File: src/hw/mips_macros.svh
`ifndef MIPS_MACROS_SVH
`define MIPS_MACROS_SVH

`define NB_DATA         32
`define NB_REG_ADDR     5
`define N_REGS          32
`define NB_OPCODE       6
`define NB_IMM          16
`define NB_FUNCT        6

`define RTYPE_OPCODE    6'h00
`define BEQ_OPCODE      6'h04   // branch on equal
`define BNE_OPCODE      6'h05   // branch on not equal
`define ADDI_OPCODE     6'h08
`define SLTI_OPCODE     6'h0a
`define ANDI_OPCODE     6'h0c   // logical, zero extended imm
`define ORI_OPCODE      6'h0d
`define XORI_OPCODE     6'h0e
`define LUI_OPCODE      6'h0f   // imm goes to upper half
`define LB_OPCODE       6'h20
`define LH_OPCODE       6'h21
`define LHU_OPCODE      6'h22
`define LW_OPCODE       6'h23
`define LWU_OPCODE      6'h24
`define LBU_OPCODE      6'h25
`define SB_OPCODE       6'h28
`define SH_OPCODE       6'h29
`define SW_OPCODE       6'h2b
`define J_OPCODE        6'h02
`define JAL_OPCODE      6'h03   // link write handled elsewhere

`endif

File: src/hw/mips_pkg.sv
`include "mips_macros.svh"

package mips_pkg;

    // data or instruction word
    typedef logic [`NB_DATA-1:0] word_t;

    // register file index
    typedef logic [`NB_REG_ADDR-1:0] reg_addr_t;

    // opcode, also forwarded to EX as alu op
    typedef logic [`NB_OPCODE-1:0] opcode_t;

    // r-type function field
    typedef logic [`NB_FUNCT-1:0] funct_t;

    // raw immediate field
    typedef logic [`NB_IMM-1:0] imm_t;

    // j-type target, what is left after the opcode
    typedef logic [`NB_DATA-`NB_OPCODE-1:0] jump_target_t;

endpackage

File: src/hw/control_unit.sv
`include "mips_macros.svh"

module control_unit
    import mips_pkg::*;
(
    input  opcode_t i_opcode,
    input  logic    i_flush,        // bubble request from hazard logic
    output logic    o_reg_dest,     // EX: 1 selects rd
    output opcode_t o_alu_op,       // EX
    output logic    o_alu_src,      // EX: 1 selects immediate
    output logic    o_mem_read,     // MEM
    output logic    o_mem_write,    // MEM
    output logic    o_branch,       // MEM
    output logic    o_reg_write,    // WB
    output logic    o_mem_to_reg,   // WB: 1 selects memory data
    output logic    o_jump
);

    always_comb begin
        o_reg_dest   = 1'b0;
        o_alu_op     = '0;
        o_alu_src    = 1'b0;
        o_mem_read   = 1'b0;
        o_mem_write  = 1'b0;
        o_branch     = 1'b0;
        o_reg_write  = 1'b0;
        o_mem_to_reg = 1'b0;
        o_jump       = 1'b0;

        // unknown opcodes fall through with everything inactive
        if (!i_flush) begin
            case (i_opcode)
                `RTYPE_OPCODE: begin
                    o_alu_op    = i_opcode;
                    o_reg_dest  = 1'b1;     // write rd
                    o_reg_write = 1'b1;
                end
                `ADDI_OPCODE, `SLTI_OPCODE, `ANDI_OPCODE,
                `ORI_OPCODE, `XORI_OPCODE, `LUI_OPCODE: begin
                    o_alu_op    = i_opcode;
                    o_alu_src   = 1'b1;     // write rt from alu
                    o_reg_write = 1'b1;
                end
                `LB_OPCODE, `LH_OPCODE, `LHU_OPCODE,
                `LW_OPCODE, `LWU_OPCODE, `LBU_OPCODE: begin
                    o_alu_op     = i_opcode;
                    o_alu_src    = 1'b1;    // base + offset
                    o_mem_read   = 1'b1;
                    o_reg_write  = 1'b1;
                    o_mem_to_reg = 1'b1;
                end
                `SB_OPCODE, `SH_OPCODE, `SW_OPCODE: begin
                    o_alu_op    = i_opcode;
                    o_alu_src   = 1'b1;
                    o_mem_write = 1'b1;
                end
                `BEQ_OPCODE, `BNE_OPCODE: begin
                    o_alu_op = i_opcode;
                    o_branch = 1'b1;        // compare rs with rt
                end
                `J_OPCODE, `JAL_OPCODE: begin
                    o_alu_op = i_opcode;
                    o_jump   = 1'b1;
                end
                default: begin
                    o_alu_op = '0;
                end
            endcase
        end
    end

endmodule

File: src/hw/register_file.sv
`include "mips_macros.svh"

module register_file
    import mips_pkg::*;
(
    input  logic      i_clock,
    input  logic      i_reset,
    input  logic      i_write,          // writeback enable from WB
    input  reg_addr_t i_write_addr,
    input  word_t     i_write_data,
    input  reg_addr_t i_read_addr_a,    // rs
    input  reg_addr_t i_read_addr_b,    // rt
    output word_t     o_read_data_a,
    output word_t     o_read_data_b
);

    word_t regs [`N_REGS];

    logic write_valid;

    assign write_valid = i_write && (i_write_addr != '0);  // r0 is never written

    always_ff @(posedge i_clock) begin
        if (i_reset) begin
            for (int i = 0; i < `N_REGS; i++) begin
                regs[i] <= '0;
            end
        end else if (write_valid) begin
            regs[i_write_addr] <= i_write_data;
        end
    end

    // same cycle writeback is forwarded to the readers
    assign o_read_data_a = (write_valid && i_write_addr == i_read_addr_a) ? i_write_data :
                           regs[i_read_addr_a];

    assign o_read_data_b = (write_valid && i_write_addr == i_read_addr_b) ? i_write_data :
                           regs[i_read_addr_b];

endmodule

File: src/hw/imm_extend.sv
`include "mips_macros.svh"

module imm_extend
    import mips_pkg::*;
(
    input  opcode_t i_opcode,
    input  imm_t    i_imm,
    output word_t   o_imm_ext
);

    localparam int NB_EXT = `NB_DATA - `NB_IMM;

    always_comb begin
        case (i_opcode)
            `ANDI_OPCODE, `ORI_OPCODE, `XORI_OPCODE: begin
                o_imm_ext = {{NB_EXT{1'b0}}, i_imm};        // logical ops
            end
            `LUI_OPCODE: begin
                o_imm_ext = {i_imm, {NB_EXT{1'b0}}};        // upper half, low half zero
            end
            default: begin
                o_imm_ext = {{NB_EXT{i_imm[`NB_IMM-1]}}, i_imm};  // arith, mem offsets, branches
            end
        endcase
    end

endmodule

File: src/hw/id_ex_latch.sv
module id_ex_latch
    import mips_pkg::*;
(
    input  logic         i_clock,
    input  logic         i_reset,
    input  logic         i_enable,      // low holds the stage
    input  logic         i_flush,       // wins over i_enable
    input  logic         i_reg_dest,
    input  opcode_t      i_alu_op,
    input  logic         i_alu_src,
    input  logic         i_mem_read,
    input  logic         i_mem_write,
    input  logic         i_branch,
    input  logic         i_reg_write,
    input  logic         i_mem_to_reg,
    input  logic         i_jump,
    input  word_t        i_rs_data,
    input  word_t        i_rt_data,
    input  word_t        i_imm_ext,
    input  reg_addr_t    i_rt_addr,
    input  reg_addr_t    i_rd_addr,
    input  funct_t       i_funct,
    input  jump_target_t i_jump_target,
    output logic         o_reg_dest,
    output opcode_t      o_alu_op,
    output logic         o_alu_src,
    output logic         o_mem_read,
    output logic         o_mem_write,
    output logic         o_branch,
    output logic         o_reg_write,
    output logic         o_mem_to_reg,
    output logic         o_jump,
    output word_t        o_rs_data,
    output word_t        o_rt_data,
    output word_t        o_imm_ext,
    output reg_addr_t    o_rt_addr,
    output reg_addr_t    o_rd_addr,
    output funct_t       o_funct,
    output jump_target_t o_jump_target
);

    always_ff @(posedge i_clock) begin
        if (i_reset || i_flush) begin
            o_reg_dest    <= 1'b0;          // bubble
            o_alu_op      <= '0;
            o_alu_src     <= 1'b0;
            o_mem_read    <= 1'b0;
            o_mem_write   <= 1'b0;
            o_branch      <= 1'b0;
            o_reg_write   <= 1'b0;
            o_mem_to_reg  <= 1'b0;
            o_jump        <= 1'b0;
            o_rs_data     <= '0;
            o_rt_data     <= '0;
            o_imm_ext     <= '0;
            o_rt_addr     <= '0;
            o_rd_addr     <= '0;
            o_funct       <= '0;
            o_jump_target <= '0;
        end else if (i_enable) begin
            o_reg_dest    <= i_reg_dest;
            o_alu_op      <= i_alu_op;
            o_alu_src     <= i_alu_src;
            o_mem_read    <= i_mem_read;
            o_mem_write   <= i_mem_write;
            o_branch      <= i_branch;
            o_reg_write   <= i_reg_write;
            o_mem_to_reg  <= i_mem_to_reg;
            o_jump        <= i_jump;
            o_rs_data     <= i_rs_data;
            o_rt_data     <= i_rt_data;
            o_imm_ext     <= i_imm_ext;
            o_rt_addr     <= i_rt_addr;
            o_rd_addr     <= i_rd_addr;
            o_funct       <= i_funct;
            o_jump_target <= i_jump_target;
        end
    end

endmodule

File: src/hw/decode_stage.sv
`include "mips_macros.svh"

module decode_stage
    import mips_pkg::*;
(
    input  logic         i_clock,
    input  logic         i_reset,
    input  word_t        i_instruction,     // from IF/ID
    input  logic         i_enable,          // low stalls ID/EX
    input  logic         i_flush,
    input  logic         i_wb_write,        // writeback port from WB
    input  reg_addr_t    i_wb_addr,
    input  word_t        i_wb_data,
    output logic         o_reg_dest,
    output opcode_t      o_alu_op,
    output logic         o_alu_src,
    output logic         o_mem_read,
    output logic         o_mem_write,
    output logic         o_branch,
    output logic         o_reg_write,
    output logic         o_mem_to_reg,
    output logic         o_jump,
    output word_t        o_rs_data,
    output word_t        o_rt_data,
    output word_t        o_imm_ext,
    output reg_addr_t    o_rt_addr,
    output reg_addr_t    o_rd_addr,
    output funct_t       o_funct,
    output jump_target_t o_jump_target
);

    opcode_t      opcode;
    reg_addr_t    rs_addr;
    reg_addr_t    rt_addr;
    reg_addr_t    rd_addr;
    funct_t       funct;
    imm_t         imm;
    jump_target_t jump_target;

    logic    reg_dest;
    opcode_t alu_op;
    logic    alu_src;
    logic    mem_read;
    logic    mem_write;
    logic    branch;
    logic    reg_write;
    logic    mem_to_reg;
    logic    jump;
    word_t   rs_data;
    word_t   rt_data;
    word_t   imm_ext;

    // standard mips field layout
    assign opcode      = i_instruction[`NB_DATA-1 -: `NB_OPCODE];
    assign rs_addr     = i_instruction[25:21];
    assign rt_addr     = i_instruction[20:16];
    assign rd_addr     = i_instruction[15:11];
    assign funct       = i_instruction[`NB_FUNCT-1:0];
    assign imm         = i_instruction[`NB_IMM-1:0];
    assign jump_target = i_instruction[`NB_DATA-`NB_OPCODE-1:0];

    control_unit u_control_unit (
        .i_opcode     (opcode),
        .i_flush      (i_flush),
        .o_reg_dest   (reg_dest),
        .o_alu_op     (alu_op),
        .o_alu_src    (alu_src),
        .o_mem_read   (mem_read),
        .o_mem_write  (mem_write),
        .o_branch     (branch),
        .o_reg_write  (reg_write),
        .o_mem_to_reg (mem_to_reg),
        .o_jump       (jump)
    );

    register_file u_register_file (
        .i_clock       (i_clock),
        .i_reset       (i_reset),
        .i_write       (i_wb_write),
        .i_write_addr  (i_wb_addr),
        .i_write_data  (i_wb_data),
        .i_read_addr_a (rs_addr),
        .i_read_addr_b (rt_addr),
        .o_read_data_a (rs_data),
        .o_read_data_b (rt_data)
    );

    imm_extend u_imm_extend (
        .i_opcode  (opcode),
        .i_imm     (imm),
        .o_imm_ext (imm_ext)
    );

    // flush here also zeroes the data fields
    id_ex_latch u_id_ex_latch (
        .i_clock       (i_clock),
        .i_reset       (i_reset),
        .i_enable      (i_enable),
        .i_flush       (i_flush),
        .i_reg_dest    (reg_dest),
        .i_alu_op      (alu_op),
        .i_alu_src     (alu_src),
        .i_mem_read    (mem_read),
        .i_mem_write   (mem_write),
        .i_branch      (branch),
        .i_reg_write   (reg_write),
        .i_mem_to_reg  (mem_to_reg),
        .i_jump        (jump),
        .i_rs_data     (rs_data),
        .i_rt_data     (rt_data),
        .i_imm_ext     (imm_ext),
        .i_rt_addr     (rt_addr),
        .i_rd_addr     (rd_addr),
        .i_funct       (funct),
        .i_jump_target (jump_target),
        .o_reg_dest    (o_reg_dest),
        .o_alu_op      (o_alu_op),
        .o_alu_src     (o_alu_src),
        .o_mem_read    (o_mem_read),
        .o_mem_write   (o_mem_write),
        .o_branch      (o_branch),
        .o_reg_write   (o_reg_write),
        .o_mem_to_reg  (o_mem_to_reg),
        .o_jump        (o_jump),
        .o_rs_data     (o_rs_data),
        .o_rt_data     (o_rt_data),
        .o_imm_ext     (o_imm_ext),
        .o_rt_addr     (o_rt_addr),
        .o_rd_addr     (o_rd_addr),
        .o_funct       (o_funct),
        .o_jump_target (o_jump_target)
    );

endmodule

File: config.mk
export PLATFORM = sky130hd
export DESIGN_NAME = decode_stage
export DESIGN_NICKNAME = d
export VERILOG_FILES = /design/src/hw/mips_pkg.sv /design/src/hw/control_unit.sv /design/src/hw/register_file.sv /design/src/hw/imm_extend.sv /design/src/hw/id_ex_latch.sv /design/src/hw/decode_stage.sv
export VERILOG_INCLUDE_DIRS = /design/src /design/src/hw
export SDC_FILE = /design/constraint.sdc
export NUM_CORES = 2
export LEC_CHECK = 0
export BUFFER_PORTS_ARGS = -buffer_cell sky130_fd_sc_hd__buf_4
export CAP_MARGIN = 15
export CORE_AREA = 5 5 469 471
export DETAILED_ROUTE_END_ITERATION = 12
export DIE_AREA = 0 0 474 476
export PLACE_DENSITY = 0.46
export SLEW_MARGIN = 30
export SYNTH_ARGS = -nofsm -noshare
export SYNTH_HDL_FRONTEND = slang
export SYNTH_SLANG_ARGS = --single-unit
File: constraint.sdc
create_clock -name i_clock -period 7.68 [get_ports i_clock]
set_clock_uncertainty 0.05 [all_clocks]
set_input_delay 0.384 -clock i_clock [delete_from_list [all_inputs] [get_ports i_clock]]
set_output_delay 0.384 -clock i_clock [all_outputs]
set_load 0.1 [all_outputs]
==> impl_results.md <==
* Routed WL per cell at 33.6 um
* Hold Path Cell Cnt at 3
* XOR/XNOR Fraction of Synth Area at 0.00146
* Reg2Reg Depth at 5
* Die ar. at 0.226 mm^2
* Post-synth ARST share at 0
* Hold Path Origin: i_wb_data[30]
* DRT iter0 DRCs at 4,613
* Synth top area share at 0.514
* Syn Std Cell Area at 0.0599 mm^2
* Vias at 38,761
* LEAKAGE at 23.5 nW
* Nets at 4,259
* DP HPWL at 157,000 um
* Gate Count Post-Synth at 4,139
* Die width at 474 um
* Status: completed
* Clock transition at path regs at 60 ps
* Vias/cell at 5.42
* EDFF count, synth at 1,024
* Clock Path Buffers at 3
* Fin. Hold Viols at 0
* DRC Markers at 0
* CTS H-tree depth at 4
* Layout cell share with drive strength beyond 1 at 0.265
* Dominant cells by area after synthesis: edfxtp_1 (51%), mux4_2 (19%), and2_1 (9.2%), dfxtp_1 (4.5%), mux2i_1 (3.0%)
* Tightest Pin Transition at 1090 ps
* Drt pass-1 iters at 5
* Compound-Gate Fraction of Synth Area at 0.0446
* Largest net degree at the start of global routing at 90
* Total CTS buffers at 132
* Post-Synth Simple-Gate Area at 0.137
* Setup tns final at 0 ps
* Worst Path Arrival at 4070 ps
* Post-Synth Adder-Cell Area at 0
* Synth warnings at 0
* Worst EP required at 8050 ps
* Flop and latch count out of synthesis at 1,159
* Max Fclk at 0.270 GHz
* Rows at 171
* Unique masters post-synth at 62
* Flop2flop setup slack at 5110 ps
* RR Endpoint: u_id_ex_latch.o_rs_data[24]
* Worst min path class: input port to flop
* Final Hold Slack at 55.5 ps
* Worst Hold End: u_id_ex_latch.o_rt_data[30]
* MaxCap Viol Count at 0
* Area of the core at 0.216 mm^2
* Starting Density at 0.278
* Unrepaired setup endpoints after global routing: false
* Area leader, netlist: edfxtp_1
* Max Slew Vio Count at 0
* Post-CTS setup buffer count at 0
* First-pass GRT wire length at 329,000 um
* Critical Path Fanout Max at 30
* Main combinational cell family by area after synthesis: multiplexers
* Vias in the first global route at 38,301
* Seq/Total Area, Yosys at 0.559
* GP Congestion at 0.863
* PortBufs at 225
* Root buf cell: clkbuf_16
* Initial antenna violation count at 13
* ANT nets after route at 0
* Avg Inst Size Synth at 14.5 um^2
* Worst setup SP type: input port
* TritonCTS clock tree: done
* Clock tree sinks at 1,159
* Slew HR at 0.270
* GR Overflow Total at 0
* Final min period at 3700 ps
* Gr usage total at 0.208
* Die Height at 476 um
* Ratio of total power to cell area at 232 mW/mm^2
* Routed WL at 240,000 um
* Peak supply drop at 0.000220 V
* Mux contribution to synthesized area at 0.220
* Critical path class: input port to flop
* Layout filler cell count at 21,141
* Crit end category: flop
* Launch point of the worst reg-to-reg path: u_register_file.regs[19][24]
* Later-pin clock latency in the skew report at 800 ps
* Io pins at 226
* Final period utilization at 0.482
* Predominant post-synthesis flop cell: edfxtp_1
* P&R area growth vs syn at 15.6%
* Setup-failing EPs final at 0
[synthesized netlist by cell type, types with 5 or more instances]
cell type and instances:
nor2_1 110, a2111oi_0 27, a221o_1 46, mux4_2 497
nor4_1 11, or4_1 14, nand4_1 5, a31oi_1 38
o21ai_0 31, edfxtp_1 1024, a22o_1 23, and2_1 879
nand2b_1 8, nand3_1 47, a32o_1 12, clkbuf_1 328
buf_8 6, nor3_1 136, buf_1 41, mux2_2 20
and3_1 5, a21oi_1 35, inv_1 8, or2_2 37
dfxtp_1 135, xnor2_1 10, a22oi_1 14, a221oi_1 21
buf_4 36, a211oi_1 46, nor2b_1 55, buf_2 53
nand2_1 107, buf_6 12, mux2i_1 178, o22ai_1 32
o31ai_1 6, o211ai_1 7
[logic make-up (layout without fill, tap and decap cells)]
| group | Yosys count | in the layout |
|---|---|---|
| other | 1 | 38 |
| flip-flops | 1159 | 1159 |
| buffers and inverters | 491 | 613 |
| XOR/XNOR | 10 | 10 |
| AO/OA/AOI/OAI | 356 | 356 |
| AND/OR/NAND/NOR | 1427 | 1427 |
| multiplexers | 695 | 695 |
[sequential cells by signal, summed over array words and instances, names as in the netlist, 6 cells and up]
signal and count:
u_id_ex_latch.o_alu_op 6, u_id_ex_latch.o_imm_ext 32, u_id_ex_latch.o_jump_target 26, u_id_ex_latch.o_rs_data 32
u_id_ex_latch.o_rt_data 32, u_register_file.regs 1024
[power breakdown]
| part | leakage [nW] | total, W | switching [W] | internal, W |
|---|---|---|---|---|
| combinational | 10.5 | 0.00207 | 0.00134 | 0.000732 |
| sequential | 10.8 | 0.00741 | 0.000222 | 0.00719 |
| clock | 2.15 | 0.00654 | 0.00278 | 0.00376 |
| total | 23.5 | 0.0160 | 0.00435 | 0.0117 |
[final cells by class]
type                            count  area, um^2  area share
Sequential cell                  1159       33500       0.483
Multi-Input combinational cell   2520       24700       0.356
Clock buffer                      178        3720      0.0538
Tap cell                         2854        3570      0.0516
Timing Repair Buffer              360        3110      0.0449
Clock inverter                     63         648     0.00936
Inverter                           12        45.0    0.000651
Antenna cell                        6        15.0    0.000217
[per-layer routing]
metal	up-vias	track usage	part of all wire
met5	-	0	0.000058
met4	2	0.0893	0.049
met3	346	0.0329	0.066
met2	1796	0.342	0.48
met1	20664	0.274	0.41
li1	15953	-	-
[stage by stage]
stage          area (um^2)  setup slack (ps)  utilization  total power, W  cells
6_report             69200              3980        0.321          0.0160   7152
5_1_grt              69200              3960        0.321          0.0165   7148
4_1_cts              69200              4070        0.321          0.0161   7145
3_5_place_dp         64500              3500        0.299         0.00961   6873
3_3_place_gp         64200              3440        0.298         0.00960   6863
2_1_floorplan        60000              4910            -         0.00872   4170
[worst max-delay path by stage]
| stage | slack [ps] | cells after the start | start | end |
|---|---|---|---|---|
| finish | 3980 | 9 | i_wb_addr[1] | u_register_file.regs[13][2] |
| global route | 3960 | 9 | i_wb_addr[1] | u_register_file.regs[13][21] |
| CTS | 4070 | 9 | i_wb_addr[1] | u_register_file.regs[13][31] |
| detailed placement | 3500 | 5 | i_reset | u_register_file.regs[18][6] |
| global placement | 3440 | 5 | i_reset | u_register_file.regs[19][21] |
| floorplan | 4910 | 7 | i_reset | u_register_file.regs[19][0] |
[cell usage in the layout (no fill, tap or decap), types with 21 or more instances in the layout]
master,count
a2111oi_0,25
a211oi_1,46
a21oi_1,35
a221o_1,46
a221oi_1,21
a22o_1,23
a31oi_1,38
and2_1,878
buf_4,303
clkbuf_1,28
clkbuf_16,139
clkinv_2,27
conb_1,32
dfxtp_1,135
dlygate4sd3_1,31
edfxtp_1,1024
mux2i_1,178
mux4_2,497
nand2_1,105
nand3_1,46
nor2_1,76
nor2_4,32
nor2b_1,52
nor3_1,134
o21ai_0,31
o22ai_1,32
[repair_timing]
item	CTS	global route
gates resized for setup	0	0
endpoints found under the hold margin	74	0
hold buffers	31	0
[critical path, stage by stage]
cell	delay (ps)
dlygate4sd3_1	590
buf_4	220
nand2b_1	420
or2_2	410
buf_4	280
nor2_4	160
buf_4	440
or2_2	550
buf_4	480
No activity file was read; power rests on OpenSTA's default activity.
